<file path="config.mk">
export PLATFORM = sky130hd
export DESIGN_NAME = mini_core_tile
export DESIGN_NICKNAME = d
export VERILOG_FILES = /design/src/route_pkg.sv /design/src/common_pkg.sv /design/src/mini_core_tile.sv /design/src/tile_mem.sv /design/src/tile_router.sv
export VERILOG_INCLUDE_DIRS = /design/src /design/src/src
export SDC_FILE = /design/constraint.sdc
export NUM_CORES = 1
export LEC_CHECK = 0
export ABC_CLOCK_PERIOD_IN_PS = 5700
export BUFFER_PORTS_ARGS = -buffer_cell sky130_fd_sc_hd__buf_2
export CORE_ASPECT_RATIO = 1.4
export CORE_MARGIN = 1.5
export CORE_UTILIZATION = 53
export DETAILED_ROUTE_END_ITERATION = 16
export HOLD_SLACK_MARGIN = 0.05
export PLACE_DENSITY = 0.82
export SLEW_MARGIN = 20
export SYNTH_ARGS = -nofsm -noshare
export SYNTH_HDL_FRONTEND = slang
export SYNTH_SLANG_ARGS = --single-unit
</file>
<file path="constraint.sdc">
create_clock -name clk -period 5.7 [get_ports clk]
set_input_delay 1.14 -clock clk [delete_from_list [all_inputs] [get_ports clk]]
set_output_delay 1.14 -clock clk [all_outputs]
set_load 0.01 [all_outputs]
</file>
<file path="src/fabric_config.svh">
// mesh and scratchpad sizes are fixed at build time; tile ids hold coordinates up to 15 only
`ifndef FABRIC_CONFIG_SVH
`define FABRIC_CONFIG_SVH

// mesh size in tiles
`define FAB_COLS 3
`define FAB_ROWS 3

// scratchpad words per tile, power of two, at most 16 to fit the 4 bit address field
`define MEM_DEPTH 16

// data field of a transaction
`define DATA_W 24

`endif
</file>
<file path="src/route_pkg.sv">
// router port types; the enum order is also the arbitration priority, local first, west last
package route_pkg;

    typedef enum logic [2:0] {
        DIR_LOCAL,
        DIR_NORTH,
        DIR_EAST,
        DIR_SOUTH,
        DIR_WEST
    } t_dir;

    localparam int NUM_PORTS = 5;

    // one bit per port, indexed by t_dir
    typedef logic [NUM_PORTS-1:0] t_port_vec;

endpackage

</file>
<file path="src/common_pkg.sv">
// transaction formats; the opcode alone tells which payload view is valid, no parity or error code
`include "fabric_config.svh"

package common_pkg;

    // column and row inside the 5x5 frame, tiles sit at 1..3
    typedef struct packed {
        logic [3:0] col;
        logic [3:0] row;
    } t_tile_id;

    typedef enum logic [1:0] {
        OP_RD_REQ,
        OP_WR_REQ,
        OP_RD_RSP,
        OP_WR_ACK
    } t_opcode;

    localparam int ADDR_W = $clog2(`MEM_DEPTH);

    typedef struct packed {
        logic [ADDR_W-1:0]  addr;
        logic [`DATA_W-1:0] wr_data;
    } t_req_view;

    typedef struct packed {
        logic [ADDR_W-1:0]  addr;
        logic [`DATA_W-1:0] rd_data;
    } t_rsp_view;

    // requests use .req, responses and acks use .rsp
    typedef union packed {
        t_req_view req;
        t_rsp_view rsp;
    } t_payload;

    typedef struct packed {
        t_opcode  opcode;
        t_tile_id dst;
        t_tile_id src;
        t_payload payload;
    } t_tile_trans;

    typedef logic t_fab_ready;

    // host hangs off the west side of tile [1,1]
    localparam t_tile_id HOST_ID = '{col: 4'd0, row: 4'd1};

endpackage

</file>
<file path="src/mini_core_tile.sv">
// one mesh tile; the scratchpad sits on the router local port, so a tile never addresses itself
`timescale 1ns/1ns

module mini_core_tile (
    input  logic                    clk,
    input  logic                    reset,
    input  common_pkg::t_tile_id    local_tile_id,
    // north
    input  logic                    in_north_req_valid,
    input  common_pkg::t_tile_trans in_north_req,
    output common_pkg::t_fab_ready  out_north_ready,
    output logic                    out_north_req_valid,
    output common_pkg::t_tile_trans out_north_req,
    input  common_pkg::t_fab_ready  in_north_ready,
    // east
    input  logic                    in_east_req_valid,
    input  common_pkg::t_tile_trans in_east_req,
    output common_pkg::t_fab_ready  out_east_ready,
    output logic                    out_east_req_valid,
    output common_pkg::t_tile_trans out_east_req,
    input  common_pkg::t_fab_ready  in_east_ready,
    // west
    input  logic                    in_west_req_valid,
    input  common_pkg::t_tile_trans in_west_req,
    output common_pkg::t_fab_ready  out_west_ready,
    output logic                    out_west_req_valid,
    output common_pkg::t_tile_trans out_west_req,
    input  common_pkg::t_fab_ready  in_west_ready,
    // south
    input  logic                    in_south_req_valid,
    input  common_pkg::t_tile_trans in_south_req,
    output common_pkg::t_fab_ready  out_south_ready,
    output logic                    out_south_req_valid,
    output common_pkg::t_tile_trans out_south_req,
    input  common_pkg::t_fab_ready  in_south_ready
);
    import common_pkg::*;

    // local link, router side to scratchpad side
    logic        mem_req_valid;
    t_tile_trans mem_req;
    t_fab_ready  mem_req_ready;
    logic        mem_rsp_valid;
    t_tile_trans mem_rsp;
    t_fab_ready  mem_rsp_ready;

    // mesh ports share their names with the tile ports
    tile_router i_router (
        .*,
        .in_local_req_valid  (mem_rsp_valid),
        .in_local_req        (mem_rsp),
        .out_local_ready     (mem_rsp_ready),
        .out_local_req_valid (mem_req_valid),
        .out_local_req       (mem_req),
        .in_local_ready      (mem_req_ready)
    );

    tile_mem i_mem (
        .clk           (clk),
        .reset         (reset),
        .req_valid     (mem_req_valid),
        .req           (mem_req),
        .req_ready     (mem_req_ready),
        .rsp_valid     (mem_rsp_valid),
        .rsp           (mem_rsp),
        .rsp_ready     (mem_rsp_ready),
        .local_tile_id (local_tile_id)
    );

endmodule

</file>
<file path="src/tile_mem.sv">
// scratchpad with a single response slot; a new request waits until the held response is taken
`timescale 1ns/1ns
`include "fabric_config.svh"

module tile_mem (
    input  logic                    clk,
    input  logic                    reset,
    input  logic                    req_valid,
    input  common_pkg::t_tile_trans req,
    output common_pkg::t_fab_ready  req_ready,
    output logic                    rsp_valid,
    output common_pkg::t_tile_trans rsp,
    input  common_pkg::t_fab_ready  rsp_ready,
    input  common_pkg::t_tile_id    local_tile_id
);
    import common_pkg::*;

    logic [`DATA_W-1:0] mem [`MEM_DEPTH];
    logic               rsp_vld_q;
    t_tile_trans        rsp_q;
    logic               accept;
    logic               is_write;

    assign req_ready = !rsp_vld_q;
    assign accept    = req_valid && req_ready;
    assign is_write  = (req.opcode == OP_WR_REQ);
    assign rsp_valid = rsp_vld_q;
    assign rsp       = rsp_q;

    // slot fills on accept, empties when the router local input takes it
    always_ff @(posedge clk) begin
        if (reset) begin
            rsp_vld_q <= 1'b0;
        end else if (accept) begin
            rsp_vld_q <= 1'b1;
        end else if (rsp_ready) begin
            rsp_vld_q <= 1'b0;
        end
    end

    always_ff @(posedge clk) begin
        if (accept && is_write) begin
            mem[req.payload.req.addr] <= req.payload.req.wr_data;
        end
    end

    // answer goes back to the sender, a write ack echoes the written word
    always_ff @(posedge clk) begin
        if (accept) begin
            rsp_q.opcode              <= is_write ? OP_WR_ACK : OP_RD_RSP;
            rsp_q.dst                 <= req.src;
            rsp_q.src                 <= local_tile_id;
            rsp_q.payload.rsp.addr    <= req.payload.req.addr;
            rsp_q.payload.rsp.rd_data <= is_write ? req.payload.req.wr_data
                                                  : mem[req.payload.req.addr];
        end
    end

    // only requests may be routed into a scratchpad
    a_req_opcode: assert property (@(posedge clk) disable iff (reset)
        accept |-> req.opcode inside {OP_RD_REQ, OP_WR_REQ});

endmodule

</file>
<file path="src/tile_router.sv">
// five-port router, row-first routing, fixed priority with no starvation guard, no u-turns
`timescale 1ns/1ns

module tile_router (
    input  logic                    clk,
    input  logic                    reset,
    input  common_pkg::t_tile_id    local_tile_id,
    // local
    input  logic                    in_local_req_valid,
    input  common_pkg::t_tile_trans in_local_req,
    output common_pkg::t_fab_ready  out_local_ready,
    output logic                    out_local_req_valid,
    output common_pkg::t_tile_trans out_local_req,
    input  common_pkg::t_fab_ready  in_local_ready,
    // north
    input  logic                    in_north_req_valid,
    input  common_pkg::t_tile_trans in_north_req,
    output common_pkg::t_fab_ready  out_north_ready,
    output logic                    out_north_req_valid,
    output common_pkg::t_tile_trans out_north_req,
    input  common_pkg::t_fab_ready  in_north_ready,
    // east
    input  logic                    in_east_req_valid,
    input  common_pkg::t_tile_trans in_east_req,
    output common_pkg::t_fab_ready  out_east_ready,
    output logic                    out_east_req_valid,
    output common_pkg::t_tile_trans out_east_req,
    input  common_pkg::t_fab_ready  in_east_ready,
    // south
    input  logic                    in_south_req_valid,
    input  common_pkg::t_tile_trans in_south_req,
    output common_pkg::t_fab_ready  out_south_ready,
    output logic                    out_south_req_valid,
    output common_pkg::t_tile_trans out_south_req,
    input  common_pkg::t_fab_ready  in_south_ready,
    // west
    input  logic                    in_west_req_valid,
    input  common_pkg::t_tile_trans in_west_req,
    output common_pkg::t_fab_ready  out_west_ready,
    output logic                    out_west_req_valid,
    output common_pkg::t_tile_trans out_west_req,
    input  common_pkg::t_fab_ready  in_west_ready
);
    import common_pkg::*;
    import route_pkg::*;

    // outputs reachable from each input, indexed by input port
    // a westbound packet never turns into a column, an eastbound one only
    // where the host enters tile [1,1], so ready paths stay free of loops
    localparam t_port_vec TURNS [NUM_PORTS] = '{
        5'b11110, 5'b11101, 5'b10001, 5'b10111, 5'b01111
    };

    logic        [NUM_PORTS-1:0] in_vld;
    t_tile_trans [NUM_PORTS-1:0] in_trans;
    t_port_vec                   down_rdy;
    t_port_vec                   acc_rdy;
    t_dir        [NUM_PORTS-1:0] route;
    // req and grant are per output, one bit per input
    t_port_vec   [NUM_PORTS-1:0] req;
    t_port_vec   [NUM_PORTS-1:0] grant;
    // inputs whose valid and ready meet, per output
    t_port_vec   [NUM_PORTS-1:0] taken;
    t_port_vec                   free;
    logic        [NUM_PORTS-1:0] out_vld_q;
    t_tile_trans [NUM_PORTS-1:0] out_q;

    assign in_vld   = {in_west_req_valid, in_south_req_valid, in_east_req_valid,
                       in_north_req_valid, in_local_req_valid};
    assign in_trans = {in_west_req, in_south_req, in_east_req, in_north_req, in_local_req};
    assign down_rdy = {in_west_ready, in_south_ready, in_east_ready, in_north_ready,
                       in_local_ready};

    assign {out_west_ready, out_south_ready, out_east_ready, out_north_ready,
            out_local_ready} = acc_rdy;
    assign {out_west_req_valid, out_south_req_valid, out_east_req_valid,
            out_north_req_valid, out_local_req_valid} = out_vld_q;
    assign {out_west_req, out_south_req, out_east_req, out_north_req,
            out_local_req} = out_q;

    // rows first, larger row is south, larger column is east
    function automatic t_dir next_hop(t_tile_id dst, t_tile_id here);
        if (dst.row > here.row) return DIR_SOUTH;
        if (dst.row < here.row) return DIR_NORTH;
        if (dst.col > here.col) return DIR_EAST;
        if (dst.col < here.col) return DIR_WEST;
        return DIR_LOCAL;
    endfunction

    //============================================================
    // route and arbitrate
    //============================================================
    always_comb begin
        for (int i = 0; i < NUM_PORTS; i++) begin
            route[i] = next_hop(in_trans[i].dst, local_tile_id);
        end
        for (int o = 0; o < NUM_PORTS; o++) begin
            // empty, or draining on this edge
            free[o] = !out_vld_q[o] || down_rdy[o];
            for (int i = 0; i < NUM_PORTS; i++) begin
                req[o][i] = in_vld[i] && (route[i] == t_dir'(o)) && TURNS[i][o];
            end
            // lowest set bit wins
            grant[o] = free[o] ? (req[o] & (~req[o] + 5'd1)) : '0;
        end
        // looks only at higher priority competitors, never at this input's own valid
        for (int i = 0; i < NUM_PORTS; i++) begin
            acc_rdy[i] = TURNS[i][route[i]] && free[route[i]] &&
                         !(|(req[route[i]] & t_port_vec'((5'd1 << i) - 5'd1)));
        end
        for (int o = 0; o < NUM_PORTS; o++) begin
            for (int i = 0; i < NUM_PORTS; i++) begin
                taken[o][i] = in_vld[i] && acc_rdy[i] && (route[i] == t_dir'(o));
            end
        end
    end

    //============================================================
    // output registers
    //============================================================
    always_ff @(posedge clk) begin
        if (reset) begin
            out_vld_q <= '0;
        end else begin
            for (int o = 0; o < NUM_PORTS; o++) begin
                if (free[o])
                    out_vld_q[o] <= |grant[o];
            end
        end
    end

    always_ff @(posedge clk) begin
        for (int o = 0; o < NUM_PORTS; o++) begin
            for (int i = 0; i < NUM_PORTS; i++) begin
                if (grant[o][i])
                    out_q[o] <= in_trans[i];
            end
        end
    end

    for (genvar o = 0; o < NUM_PORTS; o++) begin : g_chk
        a_one_grant: assert property (@(posedge clk) disable iff (reset)
            $onehot0(taken[o]) && taken[o] == grant[o]);
        // the neighbour's output register holds until this router takes it
        a_hold: assert property (@(posedge clk) disable iff (reset)
            in_vld[o] && !acc_rdy[o] |=> in_vld[o] && $stable(in_trans[o]));
    end

endmodule

</file>
**Word-level counts from Yosys, hierarchy flattened**

Memories as Yosys holds them, arrays and structs flattened. A register that Yosys moved wholly into a read port is not among the register bits.
Cells that the tools add are included.

- Memory bits (read-only): 40
- Flip-flop bits (word level): 274
- Memories: 6
- Bits of input ports: 202
- Output and inout bits: 192
- RAM bits: 384
- Word-level logic and storage cells: 312

- Eq/ne operators: 15
- Reduce and logical (&&, ||, !) cells: 62
- Muxes and demuxes: 149
- $add $sub $neg: 5
- $lt $le $gt $ge: 25
- Bitwise gates (word level): 10

Memories:

| name | words | bits a word | read ports | clocked after memory_dff | wr ports | RTL line | RTL |
|---|---|---|---|---|---|---|---|
| i_mem.mem | 16 | 24 | 1 | 1 | 1 | tile_mem.sv:18 | `` logic [`DATA_W-1:0] mem [`MEM_DEPTH]; `` |
| (no name shown) | 8 | 1 | 1 | 0 | 0 | tile_router.sv:108 | `acc_rdy[i] = TURNS[i][route[i]] && free[route[i]] &&` |
| (no name shown) | 8 | 1 | 1 | 0 | 0 | tile_router.sv:108 |  |
| (no name shown) | 8 | 1 | 1 | 0 | 0 | tile_router.sv:108 |  |
| (no name shown) | 8 | 1 | 1 | 0 | 0 | tile_router.sv:108 |  |
| (no name shown) | 8 | 1 | 1 | 0 | 0 | tile_router.sv:108 |  |

Operators with widths:

| kind | number |
|---|---|
| 2-to-1 mux 46 bit | 25 |
| 2-to-1 mux 3 bit | 41 |
| 2-to-1 mux 1 bit | 66 |
| binary-select mux 5 bit (select 3 bit) | 4 |
| > comparator 4 bit | 10 |
| less-than comparator 4 bit | 10 |
| logical AND 1 bit | 29 |
| adder 5 x 1 -> 5 bit, second input constant | 5 |
| 2-to-1 mux 5 bit | 5 |
| nonzero test 5 bit | 5 |
| OR reduction 5 bit | 5 |
| 2-to-1 mux 24 bit | 1 |
| == test 3 x 2 -> 1 bit, second input constant | 7 |
| AND 5 bit | 4 |
| less-than comparator 3 x 4 -> 1 bit, second input constant | 5 |
| NOT 5 bit | 4 |
| binary-select mux 1 bit (select 3 bit) | 5 |
| == test 3 bit, second input constant | 4 |
| zero test 3 bit | 4 |
| zero test 1 bit | 10 |
| == test 3 x 1 -> 1 bit, second input constant | 3 |
| AND 4 x 5 -> 5 bit | 1 |
| logical OR 1 bit | 5 |
| NOT 4 -> 5 bit | 1 |
| other kinds (7) | 7 |

**Logic depth before layout (Yosys ltp)**

- Word-level depth: 23
- Depth in mapped cells: 11
- Gate-level depth less buffers: 8

**Cells and area by module**

Synthesis repeated with hierarchy kept, for this count alone.

- Cells, all modules: 2336
- Area, all modules: 32298.5 um2

By module, submodules not included:

| module | area each (um2) | cells an instance | seq. area each (um2) | times used |
|---|---|---|---|---|
| tile_mem | 16258.1 | 789 | 12902.4 | 1 |
| tile_router | 16040.4 | 1547 | 7006.7 | 1 |

**Worst setup path after synthesis**

Ideal clock, no wire load.

- Path type: register -> register
- Start point: reg i_mem.rsp_vld_q (netlist: i_mem.rsp_valid)
- End point: mem i_mem.mem[3][0] (netlist bit) (enable)
- Required time: 5265 ps
- Arrival time: 5317 ps
- Setup time: 435 ps
- Slack: -52 ps
- Stages on the path, launching flop included: 7
- Period minus slack after synthesis: 5752 ps
- Buffers on the path: 2
- Cell sequence: dfxtp_1 > nor2b_1 > and2_1 > clkbuf_1 > clkbuf_1 > nand3_1 > nor3_1

- Cells in the longest elaborated chain, start to end: 5

Ends and longest elaborated chain:

| element | RTL line | RTL |
|---|---|---|
| from (decl) | tile_mem.sv:19 | `logic rsp_vld_q;` |
| from (signal assigned) | tile_mem.sv:33 | `rsp_vld_q <= 1'b0;` |
| from (signal assigned) | tile_mem.sv:35 | `rsp_vld_q <= 1'b1;` |
| from (signal assigned) | tile_mem.sv:37 | `rsp_vld_q <= 1'b0;` |
| zero test 1 bit | tile_mem.sv:24 | `assign req_ready = !rsp_vld_q;` |
| logical AND 1 bit | tile_mem.sv:25 | `assign accept = req_valid && req_ready;` |
| via i_mem.accept | tile_mem.sv:21 | `logic accept;` |
| logical AND 1 bit | tile_mem.sv:42 | `if (accept && is_write) begin` |
| 2-to-1 mux 1 bit | tile_mem.sv:42 |  |
| 2-to-1 mux 1 bit (not written as such) | tile_mem.sv:43 | `mem[req.payload.req.addr] <= req.payload.req.wr_data;` |
| to (decl) | tile_mem.sv:18 |  |

The timed path passes the listed nets, and every way through them passes these cells.

**Final worst setup path**

- Start point: reg, netlist name i_mem.rsp[36]
- End point: out out_west_ready

- Cells in the longest elaborated chain, start to end: 15
- Elaborated cells on any way between the ends: 25
- Classes of those cells: order compare: 2; eq/ne: 4; mux: 12; reduce/logical: 7

Ends and longest elaborated chain:

| element | RTL line | RTL |
|---|---|---|
| less-than comparator 4 bit | tile_router.sv:84 | `if (dst.row < here.row) return DIR_NORTH;` |
| 2-to-1 mux 3 bit | tile_router.sv:84 |  |
| 2-to-1 mux 3 bit | tile_router.sv:85 | `if (dst.col > here.col) return DIR_EAST;` |
| 2-to-1 mux 3 bit | tile_router.sv:86 | `if (dst.col < here.col) return DIR_WEST;` |
| 2-to-1 mux 3 bit | tile_router.sv:87 | `return DIR_LOCAL;` |
| 2-to-1 mux 3 bit | tile_router.sv:86 |  |
| 2-to-1 mux 3 bit | tile_router.sv:85 |  |
| 2-to-1 mux 3 bit (*) | tile_router.sv:84 |  |
| == test 3 x 1 -> 1 bit (tied with other cells) | tile_router.sv:101 | `req[o][i] = in_vld[i] && (route[i] == t_dir'(o)) && TURNS[i][o];` |
| logical AND 1 bit | tile_router.sv:101 |  |
| binary-select mux 5 bit (select 3 bit) (*) | tile_router.sv:109 | `!(\|(req[route[i]] & t_port_vec'((5'd1 << i) - 5'd1)));` |
| 2-to-1 mux 4 bit (not written as such) (*) | tile_router.sv:109 |  |
| OR reduction 4 bit (*) | tile_router.sv:109 |  |
| zero test 1 bit (*) | tile_router.sv:109 |  |
| logical AND 1 bit (*) | tile_router.sv:108 |  |
| to (decl) | mini_core_tile.sv:25 | `output common_pkg::t_fab_ready out_west_ready,` |

Mark *: on every way between the ends. The rest lies on a longest branch, timed or not. The select of a mux whose other input is x is not followed.

==> results.json <==
{
  "outcome": "completed",
  "timing.critical_path.required_ns": 4.56,
  "routed_wire_length_per_instance_um": 33.9,
  "number_of_primary_i_o_pins": 394,
  "dominantRegCellSynth": "edfxtp_1",
  "finalPower_mw": 10.6,
  "synth_edf_count": 651,
  "timing.clock.skew_ns": 0.0250,
  "drt_iter0_markers": 3181,
  "dp_slack_ns": 0.642,
  "start_util": 0.537,
  "tritoncts.num_buffers": 60,
  "start_kind": "register",
  "total_track_usage": 0.369,
  "critPathCapture": "out_west_ready",
  "cts_tree": "done",
  "synth-compound-area-share": 0.130,
  "cts-root-buf": "clkbuf_16",
  "synth_simple_gate_area_frac": 0.0679,
  "max-vdd-ir-drop_uv": 260,
  "place_hpwl_um": 74300,
  "relSlewSlack": 0.277,
  "synthDominantAreaCellType": "edfxtp_1",
  "hp-class": "register to register",
  "synthMuxAreaShare": 0.124,
  "postSynthRegisterBits": 657,
  "regArea_um2": 19700,
  "crit-reg2reg-capture": "i_router.out_east_req[0]$_DFFE_PP_",
  "synth_area_um2": 31600,
  "r2r_slack_ns": 0.98,
  "grt_antenna_before_repair": 13,
  "ctsHoldBuffers": 0,
  "chipHeight_um": 292,
  "timing.rr.start": "i_mem.rsp[36]$_DFFE_PP_",
  "footprint_of_the_multi_input_gates_um2": 10900,
  "cts-htree-levels": 2,
  "clk-insertion-delay-late_ns": 0.65,
  "grt_start_max_net_pins": 91,
  "crit_arrival_ns": 4.05,
  "flow.area_growth_from_synthesis_pct": 16.0,
  "worst-path-max-fanout": 9,
  "clockBufferDepth": 3,
  "drt_wl_total_um": 113000,
  "whs_ns": 0.426,
  "synth_cell_types": 69,
  "yosys.area_share.xor_xnor": 0,
  "power.density_cell_area_nw_per_um2": 289,
  "dr_total_vias": 23700,
  "ctsResizeCount": 0,
  "post_cts.repair.setup_buffers": 0,
  "dr.pass1.iters": 8,
  "synthMostInstantiatedCell": "edfxtp_1",
  "syn-num-nets": 2422,
  "num_rows": 105,
  "netlist_top_cells_count": "edfxtp_1 (651), inv_1 (121), mux4_2 (120), clkbuf_1 (107), nand2_1 (107)",
  "finalWeightedCongestion": 0.945,
  "vias_in_the_first_global_route": 24000,
  "drv_slew": 0,
  "power.leakage_nw": 13.3,
  "hold_fails_final_rpt": 0,
  "totalNegativeSetupSlack_ns": 0,
  "crit_start": "i_mem.rsp[36]$_DFFE_PP_",
  "min_period_over_period": 0.910,
  "total_die_area_um2": 61100,
  "vias_per_cell": 7.10,
  "overflow_after_grt": 0,
  "synth_largest_type_area_fraction": 0.618,
  "tightest_slew_ns": 1.08,
  "ant_nets": 0,
  "cp-end-kind": "primary output",
  "synth_adder_area_share": 0.0158,
  "synth_sequential_area_ratio": 0.622,
  "grt_first_pass_wirelength_um": 162000,
  "synthesized_area_per_cell_um2": 14.5,
  "setup_violations": 0,
  "netlist_instances": 2180,
  "clk_pin_slew_worst_paths_ns": 0.07,
  "worst_r2r_path_depth": 10,
  "final.min_clock_period_ns": 5.19,
  "worst_setup_slack_after_layout_ns": 0.513,
  "nNetsFinal": 2780,
  "count_of_maximum_capacitance_violations": 0,
  "drt_drc_violations_left": 0,
  "postSynth.asyncResetShare": 0,
  "synth_top_cells_by_area": "edfxtp_1 (62%), mux4_2 (8.5%), mux2_2 (2.1%)",
  "post_route_cells_drive_above_1_share": 0.324,
  "die-width_um": 209,
  "cts.sink_count": 657,
  "port_buffers": 393,
  "critical_path_class": "register to primary output",
  "largest_family_of_logic_cells_by_synthesized_area": "compound AO/OA/AOI/OAI gates",
  "achievable-frequency_mhz": 193,
  "yosysWarnings": 0,
  "fillerInstances": 4274,
  "grt_setup_unrepaired": "false",
  "floorplan.core_area_um2": 58900
}
## cell families after synthesis
family,Yosys count
buf+inv,294
flops,657
compound gates,522
simple gates,432
fa+ha+maj,40
mux,235
## per-stage QoR
| step | util | std cells | cell area [um2] |
|---|---|---|---|
| 2_1_floorplan | - | 2180 | 31600 |
| 3_3_place_gp | 0.589 | 3224 | 34600 |
| 3_5_place_dp | 0.589 | 3225 | 34700 |
| 4_1_cts | 0.623 | 3332 | 36600 |
| 5_1_grt | 0.623 | 3338 | 36700 |
| 6_report | 0.623 | 3339 | 36700 |
## layout make-up
cell class                 instances  area share
clock inverter                    38      0.0116
antenna                            7    0.000478
multi-input combinational       1229       0.298
tap                              749      0.0256
inverter                         121      0.0124
timing repair buffer             469      0.0726
clock buffer                      69      0.0425
sequential                       657       0.536
## cells in the final DEF, fill, tap and decap left out, types with 6 or more instances in the layout
master	netlist	final
edfxtp_1	651	651
buf_2	35	393
inv_1	121	121
mux4_2	120	120
nand2_1	107	105
nor3_1	91	87
a21oi_1	74	71
buf_4	8	66
clkbuf_16	0	61
mux2_2	60	60
nand4_1	55	55
mux2i_1	55	55
o21ai_0	54	54
nor2_1	67	52
a21o_1	50	49
o211ai_1	45	45
nand3_1	44	43
a22o_1	43	43
a31oi_1	41	40
a221oi_2	40	40
ha_1	40	40
o31ai_1	39	39
o221ai_1	38	38
a2bb2oi_1	37	37
nor2b_1	16	13
nor2_2	0	12
clkinv_2	0	11
nand2b_1	10	10
nor4_1	10	10
buf_12	0	10
o31a_1	9	8
o22ai_1	8	8
bufinv_16	0	8
clkbuf_1	107	8
clkinv_1	0	8
diode_2	0	7
clkinvlp_4	0	6
dfxtp_1	6	6
## worst min path at each step
stage                                              start                       to  slack [ns]  depth (start not counted)
detailed placement  i_router.out_local_req[28]$_DFFE_PP_  i_mem.rsp[36]$_DFFE_PP_        0.42                          0
CTS                 i_router.out_local_req[30]$_DFFE_PP_  i_mem.rsp[38]$_DFFE_PP_        0.42                          0
finish              i_router.out_local_req[32]$_DFFE_PP_  i_mem.rsp[40]$_DFFE_PP_        0.43                          0
floorplan           i_router.out_local_req[28]$_DFFE_PP_  i_mem.rsp[36]$_DFFE_PP_        0.40                          0
global route        i_router.out_local_req[29]$_DFFE_PP_  i_mem.rsp[37]$_DFFE_PP_        0.43                          0
global placement    i_router.out_local_req[34]$_DFFE_PP_  i_mem.rsp[42]$_DFFE_PP_        0.40                          0
## sequential cells by signal, summed over array words and instances, names as in the netlist
register and flops:
i_router.out_south_req 46, i_mem.rsp 45, i_router.out_north_req 46, i_router.out_vld_q 5, i_mem.rsp_valid 1, i_router.out_east_req 46
i_router.out_local_req 38, i_router.out_west_req 46, i_mem.mem 384
## per-layer routing
metal,global-route usage,wire [um],vias up
li1,-,-,9519
met1,0.423,35900,11500
met2,0.598,53900,2102
met3,0.0938,13600,621
met4,0.274,9730,8
met5,0,51,-
## critical path: stages (launching register included)
cell and delay [ns]:
edfxtp_1 0.67, inv_1 0.26, ha_1 0.35, nand4_2 0.17
nand2b_1 0.23, a2111oi_4 0.94, nor2_1 0.18, a311oi_1 0.32
nor4_1 0.11, buf_2 0.16
## report_power, final
part	internal, mW	leakage [nW]	total, mW	switching (mW)
registers	5.40	5.97	5.45	0.0450
clock network	2.32	0.958	4.16	1.83
logic	0.327	6.39	1.00	0.678
Note: power is estimated with default switching activity, not from simulation.
